<file path="src/hdl/rv_exec_macros.svh">
// Word width and register count for the RV32I execute stage; RV_NREGS must stay 32 (5-bit indices)
`ifndef RV_EXEC_MACROS_SVH
`define RV_EXEC_MACROS_SVH

// Data word width in bits
`define RV_XLEN 32

// Architectural integer registers
// x0 included
`define RV_NREGS 32

`endif

</file>
<file path="src/hdl/rv_exec_pkg.sv">
// RV32I execute types and encodings; only the formats and opcodes of the supported subset are defined
`include "rv_exec_macros.svh"

package rv_exec_pkg;

    typedef logic [`RV_XLEN-1:0] word_t;
    typedef logic [4:0]          reg_idx_t;
    typedef logic [3:0]          alu_op_t;
    typedef logic [2:0]          br_kind_t;

    // Major opcodes of the supported subset
    localparam logic [6:0] OPC_OP     = 7'b0110011;
    localparam logic [6:0] OPC_OP_IMM = 7'b0010011;
    localparam logic [6:0] OPC_LUI    = 7'b0110111;
    localparam logic [6:0] OPC_AUIPC  = 7'b0010111;
    localparam logic [6:0] OPC_JAL    = 7'b1101111;
    localparam logic [6:0] OPC_JALR   = 7'b1100111;
    localparam logic [6:0] OPC_BRANCH = 7'b1100011;

    // ALU operations
    localparam alu_op_t ALU_ADD    = 4'd0;
    localparam alu_op_t ALU_SUB    = 4'd1;
    localparam alu_op_t ALU_SLL    = 4'd2;
    localparam alu_op_t ALU_SLT    = 4'd3;
    localparam alu_op_t ALU_SLTU   = 4'd4;
    localparam alu_op_t ALU_XOR    = 4'd5;
    localparam alu_op_t ALU_SRL    = 4'd6;
    localparam alu_op_t ALU_SRA    = 4'd7;
    localparam alu_op_t ALU_OR     = 4'd8;
    localparam alu_op_t ALU_AND    = 4'd9;
    localparam alu_op_t ALU_PASS_B = 4'd10;

    // Branch kinds equal funct3
    // 3'b010 is free in funct3, so it marks no branch
    localparam br_kind_t BR_EQ   = 3'b000;
    localparam br_kind_t BR_NE   = 3'b001;
    localparam br_kind_t BR_NONE = 3'b010;
    localparam br_kind_t BR_LT   = 3'b100;
    localparam br_kind_t BR_GE   = 3'b101;
    localparam br_kind_t BR_LTU  = 3'b110;
    localparam br_kind_t BR_GEU  = 3'b111;

    // ALU operand selects
    localparam logic [1:0] A_RS1  = 2'd0;
    localparam logic [1:0] A_PC   = 2'd1;
    localparam logic [1:0] B_RS2  = 2'd0;
    localparam logic [1:0] B_IMM  = 2'd1;
    localparam logic [1:0] B_FOUR = 2'd2;

    // One instruction word, seen in each base format
    typedef union packed {
        struct packed {
            logic [6:0] funct7; reg_idx_t rs2; reg_idx_t rs1;
            logic [2:0] funct3; reg_idx_t rd;  logic [6:0] opcode;
        } r_fmt;
        struct packed {
            logic [11:0] imm11_0; reg_idx_t rs1; logic [2:0] funct3;
            reg_idx_t rd; logic [6:0] opcode;
        } i_fmt;
        struct packed {
            logic [6:0] imm11_5; reg_idx_t rs2; reg_idx_t rs1;
            logic [2:0] funct3; logic [4:0] imm4_0; logic [6:0] opcode;
        } s_fmt;
        struct packed {
            logic imm12; logic [5:0] imm10_5; reg_idx_t rs2; reg_idx_t rs1;
            logic [2:0] funct3; logic [3:0] imm4_1; logic imm11; logic [6:0] opcode;
        } b_fmt;
        struct packed {
            logic [19:0] imm31_12; reg_idx_t rd; logic [6:0] opcode;
        } u_fmt;
        struct packed {
            logic imm20; logic [9:0] imm10_1; logic imm11; logic [7:0] imm19_12;
            reg_idx_t rd; logic [6:0] opcode;
        } j_fmt;
    } instr_u;

endpackage

</file>
<file path="src/hdl/rv_decode.sv">
// RV32I decoder for ALU, LUI, AUIPC, JAL, JALR and branches; loads, stores, CSRs and RV32M/C flag illegal
`timescale 1ns/10ps

module rv_decode (
    input  rv_exec_pkg::instr_u   instr,
    output rv_exec_pkg::reg_idx_t rs1,
    output rv_exec_pkg::reg_idx_t rs2,
    output rv_exec_pkg::reg_idx_t rd,
    output rv_exec_pkg::alu_op_t  alu_op,
    output logic [1:0]            a_sel,
    output logic [1:0]            b_sel,
    output rv_exec_pkg::word_t    imm,
    output rv_exec_pkg::br_kind_t br_kind,
    output logic                  jal,
    output logic                  jalr,
    output logic                  reg_write,
    output logic                  illegal
);

    import rv_exec_pkg::*;

    word_t      imm_i, imm_u, imm_b, imm_j;
    logic [2:0] f3;
    logic [6:0] f7;

    // funct3 to ALU op, alt picks SUB / SRA
    function automatic alu_op_t f3_to_op(input logic [2:0] fn3, input logic alt);
        alu_op_t op;
        case (fn3)
            3'b000:  op = alt ? ALU_SUB : ALU_ADD;
            3'b001:  op = ALU_SLL;
            3'b010:  op = ALU_SLT;
            3'b011:  op = ALU_SLTU;
            3'b100:  op = ALU_XOR;
            3'b101:  op = alt ? ALU_SRA : ALU_SRL;
            3'b110:  op = ALU_OR;
            default: op = ALU_AND;
        endcase
        return op;
    endfunction

    // Fields common to all formats
    assign f3  = instr.r_fmt.funct3;
    // Same bits as the shift-immediate upper field
    assign f7  = instr.r_fmt.funct7;
    assign rs1 = instr.i_fmt.rs1;
    // rs2 sits at the same place in R, S and B
    assign rs2 = instr.s_fmt.rs2;
    assign rd  = instr.r_fmt.rd;

    // Sign-extended immediates
    assign imm_i = {{20{instr.i_fmt.imm11_0[11]}}, instr.i_fmt.imm11_0};
    assign imm_u = {instr.u_fmt.imm31_12, 12'b0};
    assign imm_b = {{20{instr.b_fmt.imm12}}, instr.b_fmt.imm11, instr.b_fmt.imm10_5,
                    instr.b_fmt.imm4_1, 1'b0};
    assign imm_j = {{12{instr.j_fmt.imm20}}, instr.j_fmt.imm19_12, instr.j_fmt.imm11,
                    instr.j_fmt.imm10_1, 1'b0};

    always_comb begin
        alu_op    = ALU_ADD;
        a_sel     = A_RS1;
        b_sel     = B_RS2;
        imm       = '0;
        br_kind   = BR_NONE;
        jal       = 1'b0;
        jalr      = 1'b0;
        reg_write = 1'b0;
        illegal   = 1'b0;
        case (instr.r_fmt.opcode)
            OPC_OP: begin
                reg_write = 1'b1;
                alu_op    = f3_to_op(f3, f7[5]);
                // Only ADD/SUB and SRL/SRA have an alternate funct7
                illegal   = !((f7 == 7'b0) ||
                              (f7 == 7'b0100000 && (f3 == 3'b000 || f3 == 3'b101)));
            end
            OPC_OP_IMM: begin
                reg_write = 1'b1;
                b_sel     = B_IMM;
                imm       = imm_i;
                alu_op    = f3_to_op(f3, (f3 == 3'b101) && f7[5]);
                // Shift immediates constrain the upper seven bits
                if (f3 == 3'b001) begin
                    illegal = (f7 != 7'b0);
                end else if (f3 == 3'b101) begin
                    illegal = (f7 != 7'b0) && (f7 != 7'b0100000);
                end
            end
            OPC_LUI: begin
                reg_write = 1'b1;
                b_sel     = B_IMM;
                imm       = imm_u;
                alu_op    = ALU_PASS_B;
            end
            OPC_AUIPC: begin
                reg_write = 1'b1;
                a_sel     = A_PC;
                b_sel     = B_IMM;
                imm       = imm_u;
            end
            OPC_JAL: begin
                // Link value pc+4 through the ALU
                reg_write = 1'b1;
                jal       = 1'b1;
                a_sel     = A_PC;
                b_sel     = B_FOUR;
                imm       = imm_j;
            end
            OPC_JALR: begin
                reg_write = 1'b1;
                jalr      = 1'b1;
                a_sel     = A_PC;
                b_sel     = B_FOUR;
                imm       = imm_i;
                illegal   = (f3 != 3'b000);
            end
            OPC_BRANCH: begin
                imm     = imm_b;
                br_kind = f3;
                // funct3 010 and 011 are not branches
                illegal = (f3 == 3'b010) || (f3 == 3'b011);
            end
            default: illegal = 1'b1;
        endcase
    end

endmodule

</file>
<file path="src/hdl/rv_reg_file.sv">
// Integer register file, two combinational reads and one write; x0 reads zero, no write-to-read bypass
`timescale 1ns/10ps
`include "rv_exec_macros.svh"

module rv_reg_file (
    input  logic                  CLK,
    input  logic                  nRST,
    input  rv_exec_pkg::reg_idx_t rs1,
    input  rv_exec_pkg::reg_idx_t rs2,
    output rv_exec_pkg::word_t    rs1_data,
    output rv_exec_pkg::word_t    rs2_data,
    input  logic                  wen,
    input  rv_exec_pkg::reg_idx_t rd,
    input  rv_exec_pkg::word_t    w_data
);

    logic [`RV_XLEN-1:0] regs [`RV_NREGS];

    // Architectural state clears on reset
    always_ff @(posedge CLK, negedge nRST) begin
        if (!nRST) begin
            regs <= '{default: '0};
        end else if (wen && (rd != '0)) begin
            // x0 never written
            regs[rd] <= w_data;
        end
    end

    // Reads see the write only after the edge
    assign rs1_data = regs[rs1];
    assign rs2_data = regs[rs2];

    // x0 holds zero through any write sequence
    x0_zero_a: assert property (
        @(posedge CLK) disable iff (!nRST)
        (rs1 == '0) |-> (rs1_data == '0)
    );

endmodule

</file>
<file path="src/hdl/rv_alu.sv">
// RV32I integer ALU, purely combinational; shifts use only the low five bits of port_b
`timescale 1ns/10ps

module rv_alu (
    input  rv_exec_pkg::alu_op_t alu_op,
    input  rv_exec_pkg::word_t   port_a,
    input  rv_exec_pkg::word_t   port_b,
    output rv_exec_pkg::word_t   port_out
);

    import rv_exec_pkg::*;

    logic [4:0] shamt;

    assign shamt = port_b[4:0];

    always_comb begin
        case (alu_op)
            ALU_ADD:    port_out = port_a + port_b;
            ALU_SUB:    port_out = port_a - port_b;
            ALU_SLL:    port_out = port_a << shamt;
            // Compare results are zero-extended flags
            ALU_SLT:    port_out = word_t'($signed(port_a) < $signed(port_b));
            ALU_SLTU:   port_out = word_t'(port_a < port_b);
            ALU_XOR:    port_out = port_a ^ port_b;
            ALU_SRL:    port_out = port_a >> shamt;
            // Arithmetic shift keeps the sign
            ALU_SRA:    port_out = word_t'($signed(port_a) >>> shamt);
            ALU_OR:     port_out = port_a | port_b;
            ALU_AND:    port_out = port_a & port_b;
            // LUI path
            ALU_PASS_B: port_out = port_b;
            default:    port_out = '0;
        endcase
    end

endmodule

</file>
<file path="src/hdl/rv_branch_unit.sv">
// Branch resolution and next-pc choice; expects forwarded operands and no prediction, JALR clears bit 0
`timescale 1ns/10ps

module rv_branch_unit (
    input  rv_exec_pkg::br_kind_t br_kind,
    input  logic                  jal,
    input  logic                  jalr,
    input  rv_exec_pkg::word_t    rs1_data,
    input  rv_exec_pkg::word_t    rs2_data,
    input  rv_exec_pkg::word_t    pc,
    input  rv_exec_pkg::word_t    imm,
    output logic                  branch_taken,
    output rv_exec_pkg::word_t    brj_addr
);

    import rv_exec_pkg::*;

    word_t jalr_sum;

    // Condition per funct3
    always_comb begin
        case (br_kind)
            BR_EQ:   branch_taken = (rs1_data == rs2_data);
            BR_NE:   branch_taken = (rs1_data != rs2_data);
            BR_LT:   branch_taken = ($signed(rs1_data) < $signed(rs2_data));
            BR_GE:   branch_taken = ($signed(rs1_data) >= $signed(rs2_data));
            BR_LTU:  branch_taken = (rs1_data < rs2_data);
            BR_GEU:  branch_taken = (rs1_data >= rs2_data);
            // BR_NONE and reserved codes
            default: branch_taken = 1'b0;
        endcase
    end

    assign jalr_sum = rs1_data + imm;

    // Next address
    always_comb begin
        if (jalr) begin
            brj_addr = {jalr_sum[31:1], 1'b0};
        end else if (jal || branch_taken) begin
            brj_addr = pc + imm;
        end else begin
            // Fall-through
            brj_addr = pc + 32'd4;
        end
    end

endmodule

</file>
<file path="src/hdl/rv_execute_stage.sv">
// RV32I execute stage with one-cycle ex/mem register; stall beats flush, no loads/stores or traps
`timescale 1ns/10ps

module rv_execute_stage (
    input  logic                  CLK,
    input  logic                  nRST,
    input  logic                  in_valid,
    input  logic                  stall,
    input  logic                  flush,
    input  rv_exec_pkg::word_t    in_pc,
    input  rv_exec_pkg::instr_u   in_instr,
    output logic                  mem_valid,
    output logic                  mem_reg_write,
    output logic                  mem_branch_taken,
    output logic                  mem_jump,
    output logic                  mem_illegal,
    output rv_exec_pkg::reg_idx_t mem_rd,
    output rv_exec_pkg::word_t    mem_pc,
    output rv_exec_pkg::word_t    mem_result,
    output rv_exec_pkg::word_t    mem_brj_addr
);

    import rv_exec_pkg::*;

    reg_idx_t   rs1, rs2, rd;
    alu_op_t    alu_op;
    logic [1:0] a_sel, b_sel;
    word_t      imm, rs1_rf, rs2_rf, rs1_fwd, rs2_fwd;
    word_t      port_a, port_b, alu_out, brj_addr;
    br_kind_t   br_kind;
    logic       jal, jalr, reg_write, illegal, branch_taken;
    logic       fwd_ok, live, ok;

    rv_decode dec_i (
        .instr(in_instr), .rs1, .rs2, .rd, .alu_op, .a_sel, .b_sel, .imm,
        .br_kind, .jal, .jalr, .reg_write, .illegal
    );

    // Writeback from ex/mem, held off while stalled
    rv_reg_file rf_i (
        .CLK, .nRST, .rs1, .rs2, .rs1_data(rs1_rf), .rs2_data(rs2_rf),
        .wen(mem_valid && mem_reg_write && !stall), .rd(mem_rd), .w_data(mem_result)
    );

    // Forward from ex/mem when it will write a non-zero rd
    assign fwd_ok  = mem_valid && mem_reg_write && (mem_rd != '0);
    assign rs1_fwd = (fwd_ok && mem_rd == rs1) ? mem_result : rs1_rf;
    assign rs2_fwd = (fwd_ok && mem_rd == rs2) ? mem_result : rs2_rf;

    // Operand muxes
    assign port_a = (a_sel == A_PC) ? in_pc : rs1_fwd;
    always_comb begin
        case (b_sel)
            B_RS2:   port_b = rs2_fwd;
            B_IMM:   port_b = imm;
            B_FOUR:  port_b = 32'd4;
            default: port_b = '0;
        endcase
    end

    rv_alu alu_i (.alu_op, .port_a, .port_b, .port_out(alu_out));

    rv_branch_unit br_i (
        .br_kind, .jal, .jalr, .rs1_data(rs1_fwd), .rs2_data(rs2_fwd),
        .pc(in_pc), .imm, .branch_taken, .brj_addr
    );

    // Valid, unflushed slot; ok also drops illegal side effects
    assign live = in_valid && !flush;
    assign ok   = live && !illegal;

    // Control half of ex/mem
    always_ff @(posedge CLK, negedge nRST) begin
        if (!nRST) begin
            mem_valid        <= 1'b0;
            mem_reg_write    <= 1'b0;
            mem_branch_taken <= 1'b0;
            mem_jump         <= 1'b0;
            mem_illegal      <= 1'b0;
        end else if (!stall) begin
            mem_valid        <= live;
            mem_reg_write    <= ok && reg_write;
            mem_branch_taken <= ok && branch_taken;
            mem_jump         <= ok && (jal || jalr);
            mem_illegal      <= live && illegal;
        end
    end

    // Payload half, zeroed on flush
    always_ff @(posedge CLK) begin
        if (!stall) begin
            mem_rd       <= flush ? '0 : rd;
            mem_pc       <= flush ? '0 : in_pc;
            mem_result   <= flush ? '0 : alu_out;
            mem_brj_addr <= flush ? '0 : brj_addr;
        end
    end

    wr_needs_valid_a: assert property (
        @(posedge CLK) disable iff (!nRST) mem_reg_write |-> mem_valid
    );

    // Whole ex/mem content frozen across a stalled edge
    stall_hold_a: assert property (
        @(posedge CLK) disable iff (!nRST)
        stall |=> $stable({mem_valid, mem_reg_write, mem_branch_taken, mem_jump,
                           mem_illegal, mem_rd, mem_pc, mem_result, mem_brj_addr})
    );

endmodule

</file>
<file path="config.mk">
export PLATFORM = sky130hd
export DESIGN_NAME = rv_execute_stage
export DESIGN_NICKNAME = d
export VERILOG_FILES = /design/src/hdl/rv_exec_pkg.sv /design/src/hdl/rv_decode.sv /design/src/hdl/rv_reg_file.sv /design/src/hdl/rv_alu.sv /design/src/hdl/rv_branch_unit.sv /design/src/hdl/rv_execute_stage.sv
export VERILOG_INCLUDE_DIRS = /design/src /design/src/hdl
export SDC_FILE = /design/constraint.sdc
export NUM_CORES = 2
export LEC_CHECK = 0
export ABC_AREA = 1
export BUFFER_PORTS_ARGS = -buffer_cell sky130_fd_sc_hd__buf_2
export CAP_MARGIN = 25
export CORE_MARGIN = 2
export CORE_UTILIZATION = 30
export CTS_CLUSTER_DIAMETER = 80
export DETAILED_ROUTE_END_ITERATION = 16
export GPL_ROUTABILITY_DRIVEN = 0
export PLACE_DENSITY_LB_ADDON = 0.15
export SLEW_MARGIN = 20
export SYNTH_ARGS = -nofsm -noshare
export SYNTH_HDL_FRONTEND = slang
export SYNTH_SLANG_ARGS = --single-unit
export TNS_END_PERCENT = 20
</file>
<file path="constraint.sdc">
create_clock -name CLK -period 5.7 [get_ports CLK]
set_input_delay 1.14 -clock CLK [delete_from_list [all_inputs] [get_ports CLK]]
set_output_delay 1.14 -clock CLK [all_outputs]
set_load 0.05 [all_outputs]
</file>
==> run metrics <==
status finished, final reports clean; Synth warnings 0; Critical Path Sink Type register; syn avg cell area 6.78 µm²; clock-pin transition on the worst setup and hold timing paths 0.06 ns; average detailed-routed wire length per instance 26.1 µm; Slew Limit Fails 0; total wirelength of the detailed-routed design 398 mm; number of global-route vias before repair 80000; cell leakage power 0.0432 µW; measured slew at the worst slew-check pin 1.07 ns; source-to-sink clock delay at the later pin of the worst-skew pair 0.86 ns; initial core utilization 30.1%; share of flip-flops with an asynchronous set or reset 91.1%; maximum number of pins on one net before global-route repair 131; number of levels the H-tree was split into 4; number of antenna violations at the first check in global routing 22; worst clock skew 0.0788 ns; Mapped Nets 11400; data arrival time of the critical path 6.16 ns; footprint of the multi-input gates 41600 µm²; Pwr per Cell Area 266 nW/µm²; synthesized instance count 11100; horizontal extent of the die 506 µm; # port buffers 174; Root Buffer clkbuf_16; number of search-and-repair iterations in the first detailed-routing pass 10; slowest CP cell edfxtp_1; share of the yosys chip area belonging to registers 38.1%; synthesis-to-finish area growth 23.6%; top_reg_cell synth dfrtp_1; worst hold slack 0.305 ns; Max IR drop VDD 273 µV; pre-CTS setup slack -0.895 ns; post-synth top area cell dfrtp_1; Max stage delay on crit path 0.45 ns; DRC violation total after the first TritonRoute iteration 11500; PnR worst setup slack 0.0634 ns; Setup Viol. Count Final 0; cell family contributing the most delay on the critical path simple AND/OR/NAND/NOR gates; headroom to the max-slew limit 28.4%; final count of hold timing violations 0; Netlist Area Pre-Place 75500 µm²; critical path's most frequent cell buf_4; Crit path buffers/inverters 10; area fraction of the dominant cell type after synthesis 34.1%; Cell variety after synth 66; ranking of synthesized cells by area dfrtp_1, nand2_1, o21ai_0, nand3_1, nor2_1; Num CTS Buffers 147; final core utilization 37.2%; Crit Path Max Fanout 26; total of hold buffers inserted after clock tree synthesis 0; GR Overflow Total 0; number of design rule violations left after detail routing 0; Final period util 98.9%; vias after detailed routing 85600; number of maximum-capacitance violations 0; DR vias/cell 5.61; minimum setup slack among reg-to-reg paths 0.06 ns; Peak Freq 0.177 GHz; wire length of the first global-routing pass 573 mm; placeable core area 251000 µm²; CP required 6.23 ns; Total Power Consumption 24800 µW; total global-route track usage 30.1%; area taken by flip-flops and latches 28800 µm²; filler cell count 26700; type of the worst setup path reg2reg; Detail Route Antenna Nets 0; number of buffers on the longest clock path 3; ratio of cells with drive above 1 in the final layout 15.2%; Die Y 506 µm; number of standard-cell rows in the floorplan 184; flops & latches, synth 1130; final critical path time including I/O delays and setup 5.64 ns; class of the most critical hold timing path in2async; unrepaired setup endpoints after global routing yes; number of synthesized flops with an enable pin 101; die outline area 256000 µm²; setup tns final 0 ns; clk sinks 1130; Total Nets Final 12100; startpoint kind of the worst setup timing path register; TritonCTS clock tree done; half-perimeter wire length of the detailed placement result 276 mm; top-level I/O count 175
state kept, by name, indices dropped and copies added, names as in the netlist:
name and cells:
mem_jump 1, mem_valid 1, mem_pc 32, mem_branch_taken 1, mem_rd 5, mem_illegal 1, mem_reg_write 1, rf_i.regs 1024
mem_result 32, mem_brj_addr 32
per-stage QoR:
step                      instance area, µm²  cells
after floorplan                        75500  11100
after global placement                 88000  15000
after detailed placement               88000  15000
after CTS                              93100  15300
after global routing                   93400  15300
final                                  93400  15300
logic make-up (layout without fill, tap and decap cells):
family	Yosys count	count (layout)	share of synthesized area [%]
flops	1130	1130	38.1
buf+inv	1331	2103	7.56
xor+xnor	92	92	1.07
fa+ha+maj	195	195	3.27
other cells	0	8	0
compound gates	2508	2508	17.8
simple gates	5878	5878	32.2
synthesized netlist by cell type (114+ instances only):
cell type and instances:
clkbuf_1 521, o21ai_0 1683, inv_1 399, buf_2 221, dfrtp_1 1029, o21ai_1 114
nor2_1 866, a21oi_1 274, nand3_1 1445, nand2_1 3402, ha_1 191, o22ai_1 257
placed cells by master, fill, tap and decap left out, drive strengths merged, types with 32 or more instances in the layout:
cell    synthesis  final
nand2        3412   3412
o21ai        1799   1799
nand3        1451   1451
buf           369   1397
dfrtp        1029   1029
nor2          878    878
inv           436    443
a21oi         277    277
o22ai         263    263
clkbuf        521    216
ha            191    191
edfxtp        101    101
xor2           76     76
o211ai         61     61
nor3           40     40
clkinv          5     33
nand4          32     32
per-layer routing:
layer	GRT usage (%)	up-vias	share of wire (%)
met5	0.259	-	0.045
met2	44.8	4759	42
met1	41.2	41300	42
met3	6.81	902	9.9
met4	14.4	16	5.5
li1	-	38600	-
final cells by class:
class                           instances  share of cell area (%)
Clock inverter                         49                   0.800
Inverter                              441                    1.84
Multi-Input combinational cell       8673                    44.5
Tap cell                             3348                    4.49
Clock buffer                          216                    4.58
Antenna cell                            8                  0.0214
Timing Repair Buffer                 1397                    12.9
Sequential cell                      1130                    30.8
worst register-to-register path, delay by kind of cell (launching register included):
kind            cells  cell delay, ns
simple gates       15            1.81
buf+inv            10            1.71
compound gates      6            0.93
flops               1            0.45
fa+ha+maj           1            0.32
xor+xnor            1            0.17
final timing paths:
| check | to | depth (start not counted) | startpoint |
|---|---|---|---|
| min in group CLK | rf_i.regs[1021] | 0 | rf_i.regs[1021] |
| worst max-delay path | mem_brj_addr[31] | 33 | mem_rd[3] |
| worst min register to register | rf_i.regs[1021] | 0 | rf_i.regs[1021] |
| worst min-delay path | rf_i.regs[21] | 1 | nRST |
| max in group asynchronous | rf_i.regs[792] | 2 | nRST |
| worst max register to register | mem_brj_addr[31] | 33 | mem_rd[3] |
report_power, final:
| group | internal (µW) | leakage [µW] | switching, µW |
|---|---|---|---|
| sequential | 8260 | 0.0154 | 214 |
| clock | 5780 | 0.00245 | 4040 |
| combinational | 2240 | 0.0254 | 4270 |
| total | 16300 | 0.0432 | 8520 |
repair_timing:
| action | 4_1_cts | 5_1_grt |
|---|---|---|
| pin swaps | 0 | 5 |
| gates resized for setup | 8 | 58 |
| setup endpoints to repair | 34 | 42 |
| setup buffers | 0 | 0 |
Power figures use the tool's default switching activity.
